File: config.mk
export PLATFORM = sky130hd
export DESIGN_NAME = weight_bank_writer
export DESIGN_NICKNAME = d
export VERILOG_FILES = /design/src/para_pkg.sv /design/src/weight_bank_writer.sv
export SDC_FILE = /design/constraint.sdc
export NUM_CORES = 1
export LEC_CHECK = 0
export ABC_AREA = 1
export BUFFER_PORTS_ARGS = -buffer_cell sky130_fd_sc_hd__buf_4
export CAP_MARGIN = 20
export CORE_UTILIZATION = 44
export DETAILED_ROUTE_END_ITERATION = 16
export PLACE_DENSITY_LB_ADDON = 0.3
export SYNTH_ARGS = -nofsm -noshare
export SYNTH_HDL_FRONTEND = slang
export SYNTH_SLANG_ARGS = --single-unit
File: constraint.sdc
create_clock -name clk -period 2.39 [get_ports clk]
set_input_delay 0.478 -clock clk [delete_from_list [all_inputs] [get_ports clk]]
set_output_delay 0.478 -clock clk [all_outputs]
set_load 0.05 [all_outputs]
File: src/para_pkg.sv
package para_pkg;

   // stream word and RAM word width
   localparam int DATA_W = 64;

   // one weight bank per 3x3 tap
   localparam int KERNEL_NUM = 9;

   // address widths of a weight bank and of a coefficient table
   localparam int WEIGHT_ADDR_W = 10;
   localparam int COEF_ADDR_W = 8;

   // load section, in the order the stream fills them
   typedef enum logic [2:0] {
      SEC_IDLE   = 3'd0,
      SEC_WEIGHT = 3'd1,
      SEC_BIAS   = 3'd2,
      SEC_SCALE  = 3'd3,
      SEC_SHIFT  = 3'd4
   } load_section_e;

endpackage

File: src/weight_bank_writer.sv
`timescale 1ns/1ps

module weight_bank_writer #(
   parameter int BANK_NUM = 9,
   parameter int ADDR_W   = 10
) (
   input  logic                          clk,
   input  logic                          rst,
   input  para_pkg::load_section_e       section,
   input  logic                          weight_take,
   input  logic [ADDR_W:0]               weight_words,
   input  logic [para_pkg::DATA_W-1:0]   para_data,
   output logic [BANK_NUM-1:0]           wr_en,
   output logic [ADDR_W-1:0]             wr_addr,
   output logic [para_pkg::DATA_W-1:0]   wr_data,
   output logic                          weight_last
);

   logic [ADDR_W-1:0]   word_addr;
   logic [ADDR_W:0]     word_next;
   logic                bank_full;
   logic [BANK_NUM-1:0] bank_ptr;

   // one wider so a full 2**ADDR_W bank can be matched
   assign word_next = {1'b0, word_addr} + 1'b1;
   assign bank_full = (word_next == weight_words);

   // final word of the last bank
   assign weight_last = bank_full && bank_ptr[BANK_NUM-1];

   always_ff @(posedge clk) begin
      if (rst || (section == para_pkg::SEC_IDLE)) begin
         word_addr <= '0;
         bank_ptr  <= {{(BANK_NUM-1){1'b0}}, 1'b1};
      end else if (weight_take) begin
         if (bank_full) begin
            word_addr <= '0;
            bank_ptr  <= {bank_ptr[BANK_NUM-2:0], bank_ptr[BANK_NUM-1]};
         end else begin
            word_addr <= word_addr + 1'b1;
         end
      end
   end

   // write lands in the bank one cycle after acceptance
   always_ff @(posedge clk) begin
      if (rst) begin
         wr_en <= '0;
      end else begin
         wr_en <= weight_take ? bank_ptr : '0;
      end
   end

   always_ff @(posedge clk) begin
      wr_addr <= word_addr;
      wr_data <= para_data;
   end

   a_bank_ptr_onehot: assert property (
      @(posedge clk) disable iff (rst)
      $onehot(bank_ptr)
   ) else $error("weight bank pointer lost its one-hot state");

endmodule
* Yosys cells after proc, flatten, opt, wreduce, memory -nomap -nowiden
Cells that the tools add are included.
** Cells by class
- Reduce and logical (&&, ||, !) cells :: 5
- Div/mod/pow operators :: 0
- Magnitude comparators :: 0
- Bitwise logic cells :: 1
- Mux-type cells :: 1
- Shifts and indexed selects :: 0
- Equal/unequal tests :: 1
- Add/subtract/negate cells :: 2
- $mul :: 0
** Operators with widths (number)
- adder 10 x 1 -> 11 bit, second input constant :: 1
- equality test 11 bit :: 1
- adder 10 x 1 -> 10 bit, second input constant :: 1
- two-way mux 10 bit :: 1
- zero test 3 bit :: 1
- AND reduction 2 bit :: 1
- OR reduction 2 bit :: 1
- logical AND 1 bit :: 1
- logical OR 1 bit :: 1
- NOT 1 bit :: 1
** Storage, ports and cells
- Memories kept :: 0
- Bits in latches :: 0
- Bits in read-only memories :: 0
- Bits of input ports :: 81
- Output and inout port bits :: 84
- Memory bits (writable) :: 0
- Register bits :: 102
- Logic and storage cells :: 15

* Logic depth before layout (Yosys ltp)
- Depth in word-level cells :: 3
- Depth in mapped cells :: 14
- Depth with buffers taken out :: 14

* Worst setup path before layout
OpenSTA, ideal clock, no wires.
- Path kind :: register to output
- Start :: register word_addr[1]
- End :: output weight_last
- Data required time :: 1912 ps
- Setup slack :: -141 ps
- Buffers on the path :: 0
- Stages on the path, launching flop included :: 12
- Arrival time :: 2053 ps
- Path through :: dfxtp_1 -> ha_1 -> nand3_1 -> nor2_2 -> nand2_1 -> nand3_1 -> nand3_1 -> nor2_1 -> nand2_1 -> nor2_1 -> nand2_1 -> nor2_1
** On the way
- Word-level cells in the longest chain between the ends :: 3
** RTL lines
- start: declaration :: line weight_bank_writer.sv:19 : logic [ADDR_W-1:0] word_addr;
- start signal: assignment :: line weight_bank_writer.sv:40 : word_addr <= word_addr + 1'b1;
- adder 10 x 1 -> 11 bit :: line weight_bank_writer.sv:25 : assign word_next = {1'b0, word_addr} + 1'b1;
- equality test 11 bit :: line weight_bank_writer.sv:26 : assign bank_full = (word_next == weight_words);
- logical AND 1 bit :: line weight_bank_writer.sv:29 : assign weight_last = bank_full && bank_ptr[BANK_NUM-1];
- end: declaration :: line weight_bank_writer.sv:16 : output logic weight_last
No other way between the ends.

* Worst setup path after layout
- Start :: register word_addr[0]
- End :: output weight_last
The elaborated chain is that of the path after synthesis.

==> run metrics <==
commonest non-fill, non-tap cell in the layout=buf_4; max frequency=385 MHz; post-route DRC violation count=0; number of DRC violations after detailed-routing iteration 0=55; final worst-path setup slack=-0.210 ns; maximum clock skew at final layout=0.0105 ns; Port Buffers=164; clock tree root driver cell=clkbuf_8; global router's overall resource usage=22.5%; worst-case headroom to the max-slew limit=66.7%; slowest library cell on the worst path=dfxtp_2; Setup WS pre-CTS=0.0868 ns; violations in the final reports=setup timing; total I/O pin count=165; most frequent cell on the critical path=nand2_2; portion of total power attributed to combinational logic=15.0%; warning count from the yosys run=0; post-detailed-routing wire length=8.14 mm; top cell type by total area after synthesis=dfxtp_1; Worst R2R Setup Slack=0.40 ns; final worst-path cycle share=109%; clock tree from TritonCTS=yes; cell depth of the worst min-delay path=1; Area growth syn-to-layout=56.5%; number of core rows=30; switching portion of total power=29.4%; clock slew at the register clock pins of the worst setup and hold paths=0.11 ns; P_leak=2.38 nW; count of different cell masters after synthesis=22; setup repair after global routing missed its margin=true; CP Launch Type=register; share of final-layout standard cells stronger than drive strength 1=44.8%; sequential fraction of the synthesis area=66.5%; synthesized netlist cell count=331; buffer depth of the longest clock path=2; Pre-Repair DR Iteration Count=4; core region area=0.00676 sq mm; NumNets Final=597; mean area per synthesized cell=9.28 sq um; Final Slew Violations=0; starting density of the core=45.5%; overall via count from detail_route=2763; power density normalized to cell area=699 mW/mm^2; count of endpoints failing hold in the final timing report=0; global-route congestion overflow total=0; synth top area cells=dfxtp_1, nand2_1, nor2_1, inv_1, nand3_1; area share of the largest cell type after synthesis=66.5%; syn nets=413; time the worst path needs with I/O delays and setup=2.60 ns; worst hold slack=0.195 ns; setup total negative slack=-0.210 ns; net load switching power=0.988 mW; chain of cells forming the critical path=buf_6, inv_6, nor2_4, nand2_2, nand2_2, nand2_2, nand2_2, inv_2, nor2_2, nand2_1, nor2_2, nand2_2, nor2_2, buf_6; worst skew pair latency=0.37 ns; Inserted Clock Buffers=9; hpwl dp=6.13 mm; clock share of power=32.0%; Data arrival, critical path=2.12 ns; Clock Sinks=102; quantity of hold-fixing buffers added after cts=0; Die Wd=85.6 um; final number of setup-violating endpoints=1; power consumption=3.36 mW; data required time of the worst path=1.91 ns; final antenna-violating net count=0; Worst R2R Path Depth=14; summed instance area of the synthesized netlist=0.00307 sq mm; placer's final routability congestion estimate=0.882; hold crit path type=in -> reg; outcome=finished, violations left; P_int=2.37 mW; worst-case vdd ir drop=0.461 mV; slew at the pin closest to its max-slew limit=0.496 ns; number of maximum-capacitance violations=0; WL/cell=13.6 um; vias in the first global route=2586; top library cells by usage in the layout, fill and taps aside=buf_4, dfxtp_1, nand2_1; sequential fraction of design power=53.0%; critical path capture point type=output port; number of antenna violations at the first check in global routing=0; chip height=85.6 um; wire length of the first global-routing pass=12.4 mm; maximum net fanout on the critical path=5; critical path's largest stage delay=0.38 ns; critical path start-end classification=reg -> out; largest net degree at the start of global routing=22; post-detailed-route via-to-cell ratio=4.61; Diodes inserted=0; Die Area=0.00732 sq mm; number of synthesized register bits=102; number of H-tree levels=3
-- worst paths after layout --
kind / from / end
max reg2reg: word_addr[0] / bank_ptr[5]
min: para_data[5] / wr_data[5]
max: word_addr[0] / weight_last
min reg2reg: word_addr[3] / wr_addr[3]
-- final cells by class --
type	instances	area, sq um
Fill cell	513	1950
Clock buffer	9	124
Sequential cell	102	2060
Multi-Input combinational cell	187	957
Inverter	39	151
Clock inverter	7	86.3
Tap cell	80	100
Timing Repair Buffer	176	1330
-- worst max-delay path: cells and delay by family, from the launching register on --
kind | cells | cell delay, ns
buffers and inverters | 4 | 0.37
and+or+nand+nor | 10 | 1.00
DFF | 1 | 0.38
-- sequential cells by signal (all words and copies together), names as in the netlist --
name       flops
wr_data       64
word_addr     10
wr_addr       10
bank_ptr       9
wr_en          9
-- power groups by stage --
stage / Sequential, mW / Clock, mW / Combinational (mW)
6_report: 1.78 / 1.08 / 0.505
3_5_place_dp: 1.82 / 0 / 0.489
4_1_cts: 1.78 / 1.11 / 0.496
3_3_place_gp: 1.82 / 0 / 0.484
2_1_floorplan: 2.04 / 0 / 0.0502
5_1_grt: 1.79 / 1.17 / 0.526
-- synthesized netlist by cell type --
library cell and instances:
ha_1 1, nor3_2 1, nand3b_1 2, nand3_1 22, nor2_4 2, o21bai_1 1, clkinv_1 2, a21oi_1 16
nand2_1 82, dfxtp_1 102, inv_1 37, nand4_4 1, nand2_2 6, clkbuf_1 2, nand3_2 1, nand4_1 4
o21ai_2 1, o21ai_0 3, buf_6 1, nor2_1 40, o31ai_2 1, nor2_2 3
-- kinds of logic after synthesis --
| logic type | count (synthesis) | synth area share [%] |
|---|---|---|
| DFF | 102 | 66.5 |
| buffers and inverters | 42 | 5.38 |
| adders and majority gates | 1 | 0.407 |
| and+or+nand+nor | 164 | 23.7 |
| AOI/OAI and AO/OA | 22 | 4.03 |
-- timing repair --
| action | in CTS | in global routing |
|---|---|---|
| setup endpoints to repair | 1 | 1 |
| resized for setup | 22 | 15 |
| pin swaps | 5 | 10 |
| buffers inserted | 4 | 4 |
-- metrics by stage --
stage	utilization, %	instance area, sq um	std cells
3_5_place_dp	65.4	4420	576
4_1_cts	70.0	4730	596
6_report	71.1	4810	600
5_1_grt	71.1	4810	600
3_3_place_gp	65.4	4420	576
2_1_floorplan	-	3070	331
-- per-layer routing --
metal | GRT usage, % | wire length (um) | vias up
met5 | 0 | 0 | -
met4 | 8.79 | 174 | 0
met1 | 24.6 | 3180 | 1251
met2 | 40.2 | 4200 | 103
met3 | 7.60 | 592 | 15
li1 | - | - | 1394
(Power assumes the default switching activity.)
