**src/para_pkg.sv**
```systemverilog
package para_pkg;

   // stream word and RAM word width
   localparam int DATA_W = 64;

   // one weight bank per 3x3 tap
   localparam int KERNEL_NUM = 9;

   // address widths of a weight bank and of a coefficient table
   localparam int WEIGHT_ADDR_W = 10;
   localparam int COEF_ADDR_W = 8;

   // load section, in the order the stream fills them
   typedef enum logic [2:0] {
      SEC_IDLE   = 3'd0,
      SEC_WEIGHT = 3'd1,
      SEC_BIAS   = 3'd2,
      SEC_SCALE  = 3'd3,
      SEC_SHIFT  = 3'd4
   } load_section_e;

endpackage

```
**src/load_sequencer.sv**
```systemverilog
`timescale 1ns/1ps

module load_sequencer (
   input  logic                    clk,
   input  logic                    rst,
   input  logic                    start,
   input  logic                    para_valid,
   input  logic                    weight_last,
   input  logic                    coef_last,
   output logic                    para_ready,
   output para_pkg::load_section_e section,
   output logic                    weight_take,
   output logic                    coef_take,
   output logic                    done
);

   logic accept;

   // a word moves on valid and ready together
   assign accept = para_valid && para_ready;

   assign weight_take = accept && (section == para_pkg::SEC_WEIGHT);
   assign coef_take   = accept && ((section == para_pkg::SEC_BIAS) ||
                                   (section == para_pkg::SEC_SCALE) ||
                                   (section == para_pkg::SEC_SHIFT));

   always_ff @(posedge clk) begin
      if (rst) begin
         section    <= para_pkg::SEC_IDLE;
         para_ready <= 1'b0;
         done       <= 1'b0;
      end else begin
         done <= 1'b0;
         case (section)
            para_pkg::SEC_IDLE: begin
               // start only counts while idle
               if (start) begin
                  section    <= para_pkg::SEC_WEIGHT;
                  para_ready <= 1'b1;
               end
            end
            para_pkg::SEC_WEIGHT: begin
               if (weight_take && weight_last) begin
                  section <= para_pkg::SEC_BIAS;
               end
            end
            para_pkg::SEC_BIAS: begin
               if (coef_take && coef_last) begin
                  section <= para_pkg::SEC_SCALE;
               end
            end
            para_pkg::SEC_SCALE: begin
               if (coef_take && coef_last) begin
                  section <= para_pkg::SEC_SHIFT;
               end
            end
            para_pkg::SEC_SHIFT: begin
               // last shift word closes the load
               if (coef_take && coef_last) begin
                  section    <= para_pkg::SEC_IDLE;
                  para_ready <= 1'b0;
                  done       <= 1'b1;
               end
            end
            default: begin
               section    <= para_pkg::SEC_IDLE;
               para_ready <= 1'b0;
            end
         endcase
      end
   end

   // ready must track the section register, never open outside a load
   a_ready_only_in_load: assert property (
      @(posedge clk) disable iff (rst)
      !(para_ready && (section == para_pkg::SEC_IDLE))
   ) else $error("para_ready high while section is idle");

endmodule

```
**config.mk**
```make
export PLATFORM = sky130hd
export DESIGN_NAME = load_sequencer
export DESIGN_NICKNAME = d
export VERILOG_FILES = /design/src/para_pkg.sv /design/src/load_sequencer.sv
export SDC_FILE = /design/constraint.sdc
export NUM_CORES = 1
export LEC_CHECK = 0
export ABC_AREA = 1
export BUFFER_PORTS_ARGS = -buffer_cell sky130_fd_sc_hd__buf_4
export CORE_AREA = 2 2 39 41
export CTS_CLUSTER_DIAMETER = 100
export CTS_CLUSTER_SIZE = 25
export DETAILED_ROUTE_END_ITERATION = 10
export DIE_AREA = 0 0 41 43
export GPL_ROUTABILITY_DRIVEN = 0
export PLACE_DENSITY_LB_ADDON = 0.25
export SLEW_MARGIN = 20
export SYNTH_ARGS = -nofsm -noshare
export SYNTH_HDL_FRONTEND = slang
export SYNTH_SLANG_ARGS = --single-unit
```
**constraint.sdc**
```tcl
create_clock -name clk -period 1.47 [get_ports clk]
set_input_delay 0.147 -clock clk [delete_from_list [all_inputs] [get_ports clk]]
set_output_delay 0.147 -clock clk [all_outputs]
set_load 0.01 [all_outputs]
```
# Yosys cells after proc, flatten, opt, wreduce, memory -nomap -nowiden
# Cells that the tools add are included.
[op_classes] n_eq_ne=9 muxes=10 n_bitwise=2 n_reduce_logical=12
[op_table] operator="2-to-1 mux 3 bit" count=5
[op_table] operator="case mux 3 bit (5 select lines)" count=1
[op_table] operator="!= test 2 x 1 -> 1 bit, second input constant" count=4
[op_table] operator="== test 3 x 2 -> 1 bit, second input constant" count=2
[op_table] operator="logical AND 1 bit" count=5
[op_table] operator="AND reduction 5 bit" count=1
[op_table] operator="== test 3 x 1 -> 1 bit, second input constant" count=1
[op_table] operator="== test 3 bit, second input constant" count=1
[op_table] operator="logical NOT 3 bit" count=1
[op_table] operator="2-to-1 mux 1 bit" count=3
[op_table] operator="case mux 1 bit (3 select lines)" count=1
[op_table] operator="AND reduction 3 bit" count=1
[op_table] operator="OR reduction 3 bit" count=1
[op_table] operator="logical OR 1 bit" count=2
[op_table] operator="!= test 2 bit, second input constant" count=1
[op_table] operator="inverter 1 bit" count=2
[op_table] operator="OR reduction 2 bit" count=1
[totals] ff_bits=5

# Depth between registers and ports, before layout
[depth] ltp_word=7 depth_mapped=9

# Worst setup path after synthesis
# No wires, ideal clock.
[synth_timing] path_kind="register to register" startpoint="reg section[2]" endpoint="reg section[0]" t_arrival_ns=1.019 setup_slack_ns=0.337 stages_incl_launch_ff=8 path_buffers=1 required_ns=1.356 path_cell_list="dfxtp_1 -> buf_6 -> nor3_1 -> nand2_1 -> nand3_2 -> nand2_1 -> nand2_1 -> nor2_2"
[synth_between] elab_chain_len=7 word_cells_on_any_way=18 classes_between="eq/ne: 9; mux: 1; reduce/logical: 8"
[synth_rtl] element="from (decl)" line_no="load_sequencer.sv:11" source="output para_pkg::load_section_e section,"
[synth_rtl] element="from (signal assigned)" line_no="load_sequencer.sv:29" source="section <= para_pkg::SEC_IDLE;"
[synth_rtl] element="from (signal assigned)" line_no="load_sequencer.sv:38" source="section <= para_pkg::SEC_WEIGHT;"
[synth_rtl] element="from (signal assigned)" line_no="load_sequencer.sv:44" source="section <= para_pkg::SEC_BIAS;"
[synth_rtl] element="== test 3 x 2 -> 1 bit, on equally long branches" line_no="load_sequencer.sv:23, load_sequencer.sv:34, load_sequencer.sv:24"
[synth_rtl] element="logical OR 1 bit" line_no="load_sequencer.sv:23" source="assign coef_take = accept && ((section == para_pkg::SEC_BIAS) ||"
[synth_rtl] element="logical OR 1 bit" line_no="load_sequencer.sv:24" source="(section == para_pkg::SEC_SCALE) ||"
[synth_rtl] element="logical AND 1 bit" line_no="load_sequencer.sv:23"
[synth_rtl] element="logical AND 1 bit" line_no="load_sequencer.sv:48, load_sequencer.sv:53, load_sequencer.sv:59"
[synth_rtl] element="!= test 2 x 1 -> 1 bit (no source line)"
[synth_rtl] element="AND reduction 5 bit (no source line)"
# Several ways; a longest one is shown, not always the timed one.
# A chain may end at the register's enable or synchronous reset.

# Worst setup path after layout
[layout_timing] startpoint="reg section[0]" endpoint="out weight_take"
[layout_between] elab_chain_len=2
[layout_rtl] element="== test 3 x 1 -> 1 bit" line_no="load_sequencer.sv:22" source="assign weight_take = accept && (section == para_pkg::SEC_WEIGHT);"
[layout_rtl] element="logical AND 1 bit" line_no="load_sequencer.sv:22"
[layout_rtl] element="to (decl)" line_no="load_sequencer.sv:12" source="output logic weight_take,"
# No other way between the ends.

==> impl_metrics.prom <==
# TYPE chip_impl_metric gauge
chip_impl_info{name="outcome",value="completed"} 1
chip_impl_metric{name="drtAntennaViolNets",unit=""} 0
chip_impl_info{name="min_path_type",value="input port to register"} 1
chip_impl_metric{name="tightestPinTransition",unit="ns"} 0.326
chip_impl_info{name="grt_setup_unrepaired",value="false"} 1
chip_impl_metric{name="synth_warnings",unit=""} 0
chip_impl_metric{name="design.portCount",unit=""} 13
chip_impl_metric{name="route.final.wire_length",unit="um"} 706
chip_impl_metric{name="initial_core_utilization",unit=""} 0.231
chip_impl_metric{name="seq_area_frac_synth",unit=""} 0.313
chip_impl_metric{name="wl_per_cell",unit="um"} 8.51
chip_impl_metric{name="synth.distinct_cells",unit=""} 13
chip_impl_metric{name="clock_latency",unit="ns"} 0.24
chip_impl_info{name="timing_worst_setup_path_type",value="register to output port"} 1
chip_impl_metric{name="synth.mux.area_fraction",unit=""} 0
chip_impl_metric{name="via_count",unit=""} 364
chip_impl_metric{name="grt_antenna_before_repair",unit=""} 0
chip_impl_info{name="setup.worst_path.end_class",value="output port"} 1
chip_impl_metric{name="grt-ovfl-total",unit=""} 0
chip_impl_metric{name="finish.net_count",unit=""} 74
chip_impl_info{name="crit-reg2reg-launch",value="section[2]$_SDFFE_PP0P_"} 1
chip_impl_metric{name="pin_count_of_the_biggest_net_entering_global_routing",unit=""} 10
chip_impl_metric{name="floorplan.die_area",unit="sq um"} 1760
chip_impl_metric{name="worstPathMaxFanout",unit=""} 5
chip_impl_metric{name="post_synth_xor_area_fraction",unit=""} 0
chip_impl_metric{name="cts_sinks",unit=""} 5
chip_impl_metric{name="rows",unit=""} 14
chip_impl_info{name="clk_root_buffer_cell",value="clkbuf_4"} 1
chip_impl_metric{name="synthesis.area_per_instance",unit="sq um"} 6.16
chip_impl_metric{name="cts_resized",unit=""} 0
chip_impl_metric{name="detail_route.vias_per_cell",unit=""} 4.39
chip_impl_metric{name="maxCapViolations",unit=""} 0
chip_impl_metric{name="number_of_global_route_vias_before_repair",unit=""} 299
chip_impl_metric{name="num-fill-cells",unit=""} 167
chip_impl_metric{name="htreeDepth",unit=""} 1
chip_impl_metric{name="reg2reg_setup_slack",unit="ns"} 0.25
chip_impl_metric{name="grt_pass1_wl",unit="um"} 1120
chip_impl_metric{name="synth-adder-area-share",unit=""} 0
chip_impl_metric{name="core_area",unit="sq um"} 1380
chip_impl_metric{name="post_route_cells_drive_above_1_share",unit=""} 0.343
chip_impl_metric{name="drt_pass1_iterations",unit=""} 4
chip_impl_metric{name="total_power",unit="mW"} 0.836
chip_impl_metric{name="post-route-min-period",unit="ns"} 1.33
chip_impl_metric{name="worstPathRequired",unit="ns"} 1.32
chip_impl_metric{name="synthesized_net_count",unit=""} 58
chip_impl_metric{name="worst_ir_drop_vdd",unit="mV"} 1.02
chip_impl_metric{name="dr.first_iter.drc_count",unit=""} 3
chip_impl_metric{name="setup-violations-final",unit=""} 0
chip_impl_metric{name="die_w",unit="um"} 41
chip_impl_metric{name="groute.usage.overall",unit=""} 0.102
chip_impl_metric{name="cts_inserted_buffers",unit=""} 3
chip_impl_metric{name="mappedNetlistArea",unit="sq um"} 320
chip_impl_metric{name="clk_transition_reported_paths",unit="ns"} 0.05
chip_impl_metric{name="post-route-drc-count",unit=""} 0
chip_impl_metric{name="dp.final_hpwl",unit="um"} 570
chip_impl_info{name="holdPathEnd",value="section[2]$_SDFFE_PP0P_"} 1
chip_impl_metric{name="clock-skew-final",unit="ns"} 0.00457
chip_impl_metric{name="final_util",unit=""} 0.325
chip_impl_metric{name="synth-simple-area-share",unit=""} 0.461
chip_impl_info{name="holdCritStartpoint",value="rst"} 1
chip_impl_metric{name="powerDensity",unit="nW/um^2"} 1860
chip_impl_metric{name="antennaDiodeCount",unit=""} 0
chip_impl_metric{name="clockBufferDepth",unit=""} 2
chip_impl_metric{name="synth.ff_latch_count",unit=""} 5
chip_impl_metric{name="netlist_instances",unit=""} 52
chip_impl_info{name="worst_setup_path_start_kind",value="register"} 1
chip_impl_metric{name="cts_post_setup_buffers_inserted",unit=""} 0
chip_impl_metric{name="area.growth.synth_to_final",unit="%"} 40.6
chip_impl_metric{name="cts_hold_buf",unit=""} 0
chip_impl_metric{name="final_min_period_over_clock_period",unit=""} 0.904
chip_impl_info{name="synth_top_family_by_area",value="simple AND/OR/NAND/NOR gates"} 1
chip_impl_info{name="crit_path_start",value="section[0]$_SDFFE_PP0P_"} 1
chip_impl_metric{name="floorplan.die.height",unit="um"} 43
chip_impl_metric{name="final_setup_tns",unit="ns"} 0
chip_impl_metric{name="hold_viol_final",unit=""} 0
chip_impl_metric{name="whs_path_depth",unit=""} 2
chip_impl_metric{name="slew_violations",unit=""} 0
chip_impl_metric{name="arrival",unit="ns"} 1.18
chip_impl_info{name="rr_endpoint",value="section[1]$_SDFFE_PP0P_"} 1
chip_impl_metric{name="buffer_ports.inserted",unit=""} 12
chip_impl_metric{name="r2r_cells",unit=""} 7
chip_impl_info{name="cts_tree",value="yes"} 1
chip_impl_metric{name="maxSlewHeadroom",unit=""} 0.782
chip_impl_metric{name="maximum_operating_frequency",unit="MHz"} 753
chip_impl_metric{name="p_leak",unit="nW"} 0.240
chip_impl_metric{name="synth_compound_area_frac",unit=""} 0.0742
through the flow:
stage | hold slack [ns] | cells | worst slack (ns) | area (sq um)
after floorplan | 0.216 | 52 | 0.337 | 320
after global placement | 0.353 | 79 | 0.287 | 419
after detailed placement | 0.349 | 79 | 0.269 | 419
after CTS | 0.0960 | 83 | 0.0585 | 445
after global routing | 0.0866 | 83 | 0.0357 | 450
final | 0.0978 | 83 | 0.142 | 450
cell families after synthesis:
group | after synthesis
flip-flops | 5
AO/OA/AOI/OAI | 4
buffers and inverters | 11
AND/OR/NAND/NOR | 32
flip-flops by register name, indices dropped and copies added, names as in the netlist:
name,cells
para_ready,1
done,1
section,3
final cells by class:
type	instances	area, sq um	area share
repair buffers	12	90.1	0.200
clock buffers	4	26.3	0.0583
well taps	16	20.0	0.0444
multi-input cells	36	176	0.392
inverters	10	37.5	0.0833
flip-flops and latches	5	100	0.222
where the power goes:
part	internal (mW)	switching, mW	leakage (nW)
clock	0.103	0.0576	0.0150
sequential	0.176	0.0637	0.0411
combinational	0.183	0.253	0.184
Yosys cell counts:
cell,number,area (sq um)
dfxtp_1,5,100
buf_6,1,11.3
inv_1,10,37.5
o21ai_2,1,8.76
a21oi_1,3,15.0
nand2_1,15,56.3
nand3_2,1,10.0
nand3_1,2,10.0
nand2_2,2,12.5
nor2_1,5,18.8
nor2_2,3,18.8
nor3_1,3,15.0
nand4_1,1,6.26
cell usage in the layout (no fill, tap or decap), types with 2 or more instances in the layout:
| master | synthesis | routed |
|---|---|---|
| clkbuf_4 | 0 | 3 |
| dfxtp_1 | 5 | 5 |
| nand2_1 | 15 | 15 |
| nand3_1 | 2 | 2 |
| nor2_1 | 5 | 5 |
| nor2_2 | 3 | 3 |
| inv_1 | 10 | 10 |
| nor3_1 | 3 | 2 |
| buf_4 | 0 | 12 |
| a21oi_1 | 3 | 3 |
| nand2_2 | 2 | 2 |
how the worst max path moves through the flow:
stage / endpoint / slack [ns] / cells after the start
2_1_floorplan: section[0]$_SDFFE_PP0P_ / 0.34 / 7
3_3_place_gp: section[0]$_SDFFE_PP0P_ / 0.29 / 7
3_5_place_dp: section[1]$_SDFFE_PP0P_ / 0.27 / 7
4_1_cts: weight_take / 0.06 / 5
5_1_grt: weight_take / 0.04 / 5
6_report: weight_take / 0.14 / 5
metal layers:
| layer | track usage | part of all wire | vias up |
|---|---|---|---|
| li1 | - | - | 188 |
| met5 | 0 | 0 | - |
| met3 | 0.0785 | 0.092 | 2 |
| met4 | 0.0600 | 0.014 | 0 |
| met2 | 0.131 | 0.47 | 11 |
| met1 | 0.113 | 0.42 | 163 |
critical path, stage by stage (launching register included):
cell and delay (ns):
dfxtp_1 0.40, inv_1 0.11, nor3_2 0.14, inv_1 0.07, nor2_1 0.09, buf_4 0.12
No activity file was read; power rests on OpenSTA's default activity.
