==> config.mk <==
export PLATFORM = sky130hd
export DESIGN_NAME = coef_table_writer
export DESIGN_NICKNAME = d
export VERILOG_FILES = /design/src/para_pkg.sv /design/src/coef_table_writer.sv
export SDC_FILE = /design/constraint.sdc
export NUM_CORES = 1
export LEC_CHECK = 0
export ABC_AREA = 1
export BUFFER_PORTS_ARGS = -buffer_cell sky130_fd_sc_hd__buf_2
export CORE_MARGIN = 10
export CORE_UTILIZATION = 36
export DETAILED_ROUTE_END_ITERATION = 16
export PLACE_DENSITY = 0.78
export SLEW_MARGIN = 20
export SYNTH_ARGS = -nofsm -noshare
export SYNTH_HDL_FRONTEND = slang
export SYNTH_SLANG_ARGS = --single-unit
==> constraint.sdc <==
create_clock -name clk -period 2.04 [get_ports clk]
set_input_delay 0.612 -clock clk [delete_from_list [all_inputs] [get_ports clk]]
set_output_delay 0.612 -clock clk [all_outputs]
set_load 0.01 [all_outputs]
==> src/para_pkg.sv <==
package para_pkg;

   // stream word and RAM word width
   localparam int DATA_W = 64;

   // one weight bank per 3x3 tap
   localparam int KERNEL_NUM = 9;

   // address widths of a weight bank and of a coefficient table
   localparam int WEIGHT_ADDR_W = 10;
   localparam int COEF_ADDR_W = 8;

   // load section, in the order the stream fills them
   typedef enum logic [2:0] {
      SEC_IDLE   = 3'd0,
      SEC_WEIGHT = 3'd1,
      SEC_BIAS   = 3'd2,
      SEC_SCALE  = 3'd3,
      SEC_SHIFT  = 3'd4
   } load_section_e;

endpackage

==> src/coef_table_writer.sv <==
`timescale 1ns/1ps

module coef_table_writer #(
   parameter int ADDR_W = 8
) (
   input  logic                          clk,
   input  logic                          rst,
   input  para_pkg::load_section_e       section,
   input  logic                          coef_take,
   input  logic [ADDR_W:0]               coef_words,
   input  logic [para_pkg::DATA_W-1:0]   para_data,
   output logic                          bias_wr_en,
   output logic                          scale_wr_en,
   output logic                          shift_wr_en,
   output logic [ADDR_W-1:0]             wr_addr,
   output logic [para_pkg::DATA_W-1:0]   wr_data,
   output logic                          coef_last
);

   logic [ADDR_W-1:0] word_addr;
   logic [ADDR_W:0]   word_next;

   assign word_next = {1'b0, word_addr} + 1'b1;
   assign coef_last = (word_next == coef_words);

   // shared by bias, scale and shift, wraps at each table end
   always_ff @(posedge clk) begin
      if (rst || (section == para_pkg::SEC_IDLE)) begin
         word_addr <= '0;
      end else if (coef_take) begin
         word_addr <= coef_last ? '0 : word_addr + 1'b1;
      end
   end

   always_ff @(posedge clk) begin
      if (rst) begin
         bias_wr_en  <= 1'b0;
         scale_wr_en <= 1'b0;
         shift_wr_en <= 1'b0;
      end else begin
         bias_wr_en  <= coef_take && (section == para_pkg::SEC_BIAS);
         scale_wr_en <= coef_take && (section == para_pkg::SEC_SCALE);
         shift_wr_en <= coef_take && (section == para_pkg::SEC_SHIFT);
      end
   end

   always_ff @(posedge clk) begin
      wr_addr <= word_addr;
      wr_data <= para_data;
   end

   a_one_table_at_a_time: assert property (
      @(posedge clk) disable iff (rst)
      $onehot0({bias_wr_en, scale_wr_en, shift_wr_en})
   ) else $error("more than one coefficient table written at once");

endmodule

======== Word-level counts from Yosys, hierarchy flattened ========
Cells that the tools add are included.
storage, ports and cells
  register bits after elaboration ......... 83
  output and inout port bits .............. 76
  logic and storage cells ................. 18
operators by class
  add/sub/neg operators ................... 2
  equal/unequal tests ..................... 4
  multiplexer cells ....................... 1
  reductions and logical operators ........ 5
operators with widths
  kind                                                 count
  adder 8 x 1 -> 9 bit, second input constant          1
  equality test 9 bit                                  1
  adder 8 x 1 -> 8 bit, second input constant          1
  two-way mux 8 bit                                    1
  equality test 3 x 2 -> 1 bit, second input constant  2
  equality test 3 bit, second input constant           1
  logical AND 1 bit                                    3
  zero test 3 bit                                      1
  logical OR 1 bit                                     1

======== Longest topological paths before layout ========
Gate-level depths: netlist of run 1.
  depth after elaboration ................. 3
  mapped depth ............................ 12
  mapped depth without buffers ............ 12

======== Worst setup path before layout of run 1 ========
Ideal clock, no wire load.
  path type ............................... reg-to-output
  start ................................... register word_addr[0]
  end ..................................... output coef_last
  data arrival time ....................... 1.459 ns
  setup slack ............................. -0.031 ns
  stages on the path, launching flop included .. 10
  cell sequence ........................... dfxtp_1 > ha_1 > nand3_1 > o21bai_1 > nand2_1 > nand2_1 > nand2_1 > nor2_2 > nand3_4 > inv_1
between the ends
  longest elaborated chain between the ends .. 2
RTL lines
  element                 line                     text
  start, declared         coef_table_writer.sv:20  logic [ADDR_W-1:0] word_addr;
  start signal, assigned  coef_table_writer.sv:31  word_addr <= coef_last ? '0 : word_addr + 1'b1;
  adder 8 x 1 -> 9 bit    coef_table_writer.sv:23  assign word_next = {1'b0, word_addr} + 1'b1;
  equality test 9 bit     coef_table_writer.sv:24  assign coef_last = (word_next == coef_words);
  end, declared           coef_table_writer.sv:17  output logic coef_last
Every way passes these cells.

======== Final worst setup path of run 1 ========
Ends and elaborated chain as after synthesis.

==> results.cfg, run 1 <==
[outcome]
status = finished, violations left
violations = setup timing

[global_routing]
overflow = 0
grt_pass1_wl_um = 11340
track_usage_pct = 14.89
first_global_vias = 2045
antenna_found_initial = 0
grt_max_degree = 17

[setup_path]
cpMostUsedCell = nand3_1
rr_endpoint = word_addr[6]
path_cells = ha_4, buf_4, nand4_1, nand3_1, nand2_1, nand3_1, nor2_2, nand3_4, inv_2, buf_6
cp.depth = 10
crit_path_end_kind = output port
path_buf_inv = 3
timing.rr.start = word_addr[0]
slowest_delay_ps = 350
arrival_ps = 1760
startpoint_type = flop
critical_path_class = flop to output port
worst_path_max_delay_cell = dfxtp_2
reg2reg_slack_ps = -130
critical_path_peak_fanout = 4
ff2ff_path_depth = 16
crit_family = simple AND/OR/NAND/NOR gates
required_ps = 1430

[placed_design]
dp_hpwl_um = 6034
portBuffers = 154
dpl.cell_count = 439
finalWeightedCongestion = 0.8324

[sta]
layout_min_cycle_time_ps = 2368
max_slew_margin_pct = 65.46
hold_violations = 0
finalSetupViolCount = 2
finalCritPeriodShare_pct = 116.1
setup_tns_ps = -453.1
setup_ws_ps = -328.0
worst_slew_pin_slew_ps = 517.6
fmax_mhz = 422.3
slew_violations = 0
fin_skew_ps = 8.267
rsz0062_at_grt = yes

[die]
rows = 28
die_w_um = 98.48
io_pins = 155
coreArea_um2 = 5956
chipHeight_um = 98.48
start_util_pct = 37.23
die-area_um2 = 9697

[routing]
routed_via_density = 4.435
routed_wl_um = 7576
ant_nets = 0
vias = 2071
first_pass_iters = 4
wl_per_cell_um = 16.22
drtIter0Drc = 55
drc_errors = 0

[synth]
avgSynthCellArea_um2 = 11.03
ys.flop_type = dfxtp_1
synth_edf_count = 0
synth-seq-cells = 83
netlist_instances = 201
async_flop_share_pct = 0
syn_nets = 281
syn-cell-area_um2 = 2217
yosys_warnings = 0
yosysSeqAreaShare_pct = 74.94
synth_cell_types = 20

[power]
vdd_drop_max_mv = 0.5182
power_density_nw_per_um2 = 889.6
p_leak_nw = 1.804

[clocking]
clockRootBuffer = clkbuf_8
numClockSinks = 83
hold_buffers = 0
htree_levels = 3
clock_path_buffers = 2
cts_inserted_buffers = 9
cts_tree = yes
clk_pin_slew_ps = 90
clk_latency_ps = 350

[cells_and_area]
final_common_cell = buf_2
layout-drive-gt1-share_pct = 56.12
nets = 467
mostFrequentLayoutCells = buf_2 (153), dfxtp_1 (79), nand2_1 (40)
instances_no_fill = 467
areaGrowthSynthToFinish_pct = 60.95
antenna_cells = 0

[flow_run]
maxCapViolCount = 0

[worst_hold_path]
min_from = para_data[1]
holdPathEnd = wr_data[1]
whs_path_depth = 1
min_path_type = primary input to flop
[cell families (layout without fill, tap and decap cells)]
family / Yosys count / in the layout / share of synthesized area, %
simple gates: 84 / 84 / 17.78
flops: 83 / 83 / 74.94
buf+inv: 20 / 211 / 3.386
compound gates: 12 / 12 / 2.935
fa+ha+maj: 1 / 1 / 0.5642
xor+xnor: 1 / 1 / 0.3951
[per-stage QoR]
stage	area [um^2]	hold WS (ps)	power, mW	utilization [%]	worst slack [ps]
floorplan	2221	360.5	1.828	-	37.02
global placement	3157	399.2	1.987	53.00	-107.5
detailed placement	3157	404.2	1.997	53.00	-111.3
CTS	3483	343.5	3.200	58.49	-332.5
global route	3568	339.1	3.304	59.92	-443.1
finish	3568	353.4	3.174	59.92	-328.0
[cells in the mapped netlist, types with 2 or more instances]
master,count,area [um^2]
nand3b_1,4,30.03
nor2_2,2,12.51
nand2_2,2,12.51
inv_1,19,71.32
a21oi_1,10,50.05
nand4_1,3,18.77
nor2_1,10,37.54
dfxtp_1,83,1662
nand2_1,46,172.7
nand3_1,12,60.06
[area by class of cell]
| type | instances | area [um^2] |
|---|---|---|
| Fill cell | 515 | 2387 |
| Sequential cell | 83 | 1667 |
| Timing Repair Buffer | 176 | 979.7 |
| Multi-Input combinational cell | 98 | 548.0 |
| Clock buffer | 10 | 137.6 |
| Tap cell | 75 | 93.84 |
| Clock inverter | 6 | 71.32 |
| Inverter | 19 | 71.32 |
[per-layer routing]
layer  wire, um  share of wire [%]  track usage, %  vias up
li1           -                  -               -     1002
met1       2965                 39           15.92      937
met2       3747                 49           25.42      119
met3        715                9.4           6.215       13
met4        148                2.0           6.064        0
met5          0                  0               0        -
[worst max path at each step]
stage | from | endpoint
global route | word_addr[4] | coef_last
CTS | word_addr[1] | coef_last
finish | word_addr[0] | coef_last
detailed placement | coef_words[1] | coef_last
global placement | coef_words[1] | coef_last
floorplan | word_addr[1] | coef_last
[where the power goes]
part | switching [mW] | internal [mW] | total [mW]
Sequential | 0.0177 | 1.69 | 1.71
Clock | 0.601 | 0.609 | 1.21
Combinational | 0.129 | 0.124 | 0.254
[repair_timing]
action | 4_1_cts | 5_1_grt
gates cloned | 0 | 0
buffers inserted | 10 | 2
setup endpoints to repair | 1 | 2
pin swaps | 7 | 11
resized for setup | 11 | 22
endpoints found under the hold margin | 0 | 0
[registers in the layout, summed over array words and instances, names as in the netlist]
signal and cells:
wr_addr 8, shift_wr_en 1, scale_wr_en 1, word_addr 8, bias_wr_en 1, wr_data 64
(Power assumes the default switching activity.)
==> inputs of run 2 (changes only) <==
Settings changed: GPL_TIMING_DRIVEN set to 0.
==> run 2 against run 1 <==
The flow still finishes with violations (setup timing). Worst hold slack gained 7.4 ps. Power shrank 4.5%. Combinational power grew 3%. Critical path depth is the same. Critical endpoint unchanged. Largest power group unchanged. Highest routed layer unchanged.
==> results.cfg, run 2 (synthesized netlist as in run 1, its figures left out) <==
[sta]
hold_violations = 0
setup_ws_ps = -328.7
fin_skew_ps = 7.002
fmax_mhz = 422.2
slew_violations = 0
finalSetupViolCount = 1
worst_slew_pin_slew_ps = 1176
layout_min_cycle_time_ps = 2369
max_slew_margin_pct = 20.94
finalCritPeriodShare_pct = 116.1
rsz0062_at_grt = yes

[cells_and_area]
layout-drive-gt1-share_pct = 56.59
final_common_cell = buf_2
mostFrequentLayoutCells = buf_2 (153), dfxtp_1 (77), nand2_1 (40)
nets = 462
top_regs = wr_data x64, word_addr x8, wr_addr x8
areaGrowthSynthToFinish_pct = 58.13
utilization_pct = 58.87
instances_no_fill = 462
antenna_cells = 0
largest_reg_flops = 64
regMostFlops = wr_data
fillers = 512

[setup_path]
critical_path_class = flop to output port
cpMostUsedCell = nand2_1
slowest_delay_ps = 360
crit_family = simple AND/OR/NAND/NOR gates
critical_path_peak_fanout = 3
worst_path_max_delay_cell = dfxtp_4
startpoint_type = flop
arrival_ps = 1760
crit_path_end_kind = output port
required_ps = 1430
path_buf_inv = 2
reg2reg_slack_ps = 190
path_cells = ha_4, nand2_1, nand2_1, nand3_1, nor2_1, nand3_2, nor2_4, nand3_4, inv_2, buf_6

[die]
io_pins = 155
coreArea_um2 = 5956
chipHeight_um = 98.48
die_w_um = 98.48
start_util_pct = 37.23
die-area_um2 = 9697
rows = 28

[global_routing]
first_global_vias = 2127
overflow = 0
grt_max_degree = 17
grt_pass1_wl_um = 12120
track_usage_pct = 16.18
antenna_found_initial = 0

[routing]
routed_via_density = 4.370
drc_errors = 0
wl_per_cell_um = 16.94
vias = 2019
drtIter0Drc = 43
ant_nets = 0
first_pass_iters = 4
routed_wl_um = 7827

[clocking]
clock_path_buffers = 2
clk_latency_ps = 340
cts_inserted_buffers = 9
htree_levels = 3
clk_pin_slew_ps = 90
clockRootBuffer = clkbuf_8
numClockSinks = 83
hold_buffers = 0
cts_tree = yes

[flow_run]
maxCapViolCount = 0

[power]
vdd_drop_max_mv = 0.7918
switchingPower_mw = 0.7539
intPower_mw = 2.277
total_power_mw = 3.031
p_leak_nw = 1.769
p_seq_share_pct = 56.3
clockPowerShare_pct = 35.1
combPwrFrac_pct = 8.6
p_sw_share_pct = 24.87
power_density_nw_per_um2 = 864.6

[outcome]
violations = setup timing
status = finished, violations left

[placed_design]
finalWeightedCongestion = 0.8143
dpl.cell_count = 430
post-place-ws_ps = -245.6
dp_hpwl_um = 5989
portBuffers = 154

[worst_hold_path]
min_path_type = primary input to flop
[run 2: changes by cell type in the layout (fill, tap and decap cells not counted), sizes merged]
cell | before | now
buf | 176 | 170
bufinv | 1 | 0
clkinvlp | 2 | 1
inv | 21 | 22
clkinv | 1 | 3
[run 2: metal layers]
layer / track usage [%] / wire (um) / up-vias
met1: 15.88 / 2876 / 901
met3: 8.101 / 793 / 10
met5: 0 / 0 / -
li1: - / - / 992
met4: 5.402 / 143 / 0
met2: 28.90 / 4014 / 116
[run 2: timing repair]
action | 4_1_cts | 5_1_grt
pin swaps | 11 | 13
endpoints found under the setup margin | 1 | 2
gates resized for setup | 17 | 19
buffers inserted | 19 | 2
[run 2: area by class of cell]
| cell class | instances | area [um^2] | share of cell area [%] |
|---|---|---|---|
| Clock inverter | 7 | 58.81 | 1.677 |
| Clock buffer | 9 | 123.9 | 3.533 |
| Buffer | 1 | 3.754 | 0.1071 |
| Tap cell | 75 | 93.84 | 2.677 |
| Timing Repair Buffer | 170 | 897.1 | 25.59 |
| Inverter | 19 | 71.32 | 2.034 |
| Multi-Input combinational cell | 98 | 578.1 | 16.49 |
| Sequential cell | 83 | 1679 | 47.89 |
[run 2: path summary, 6_finish.rpt]
path	from	endpoint	cells past startpoint
max reg2reg	word_addr[1]	word_addr[1]	12
min reg2reg	word_addr[5]	wr_addr[5]	0
min	para_data[12]	wr_data[12]	1
max	word_addr[1]	coef_last	10
[run 2: through the flow]
stage               setup TNS, ps  hold WS (ps)  area, um^2
finish                     -328.7         360.7        3506
global route               -451.4         329.3        3506
CTS                        -563.5         338.8        3460
detailed placement         -245.6         383.6        3085
global placement           -239.5         382.1        3085
floorplan                       0         360.5        2221
[run 2: power groups by stage]
stage	clock network, mW	logic (mW)	registers (mW)
global placement	0	0.233	1.75
CTS	1.11	0.263	1.71
finish	1.06	0.262	1.71
detailed placement	0	0.241	1.75
floorplan	0	0.0369	1.79
global route	1.17	0.289	1.71
[run 2: worst reg2reg max path, delay by kind of cell (launching register included)]
family | cells | cell delay (ps)
and+or+nand+nor | 8 | 720
DFF | 1 | 360
buffers and inverters | 2 | 300
adders and majority gates | 1 | 270
AOI/OAI and AO/OA | 1 | 60
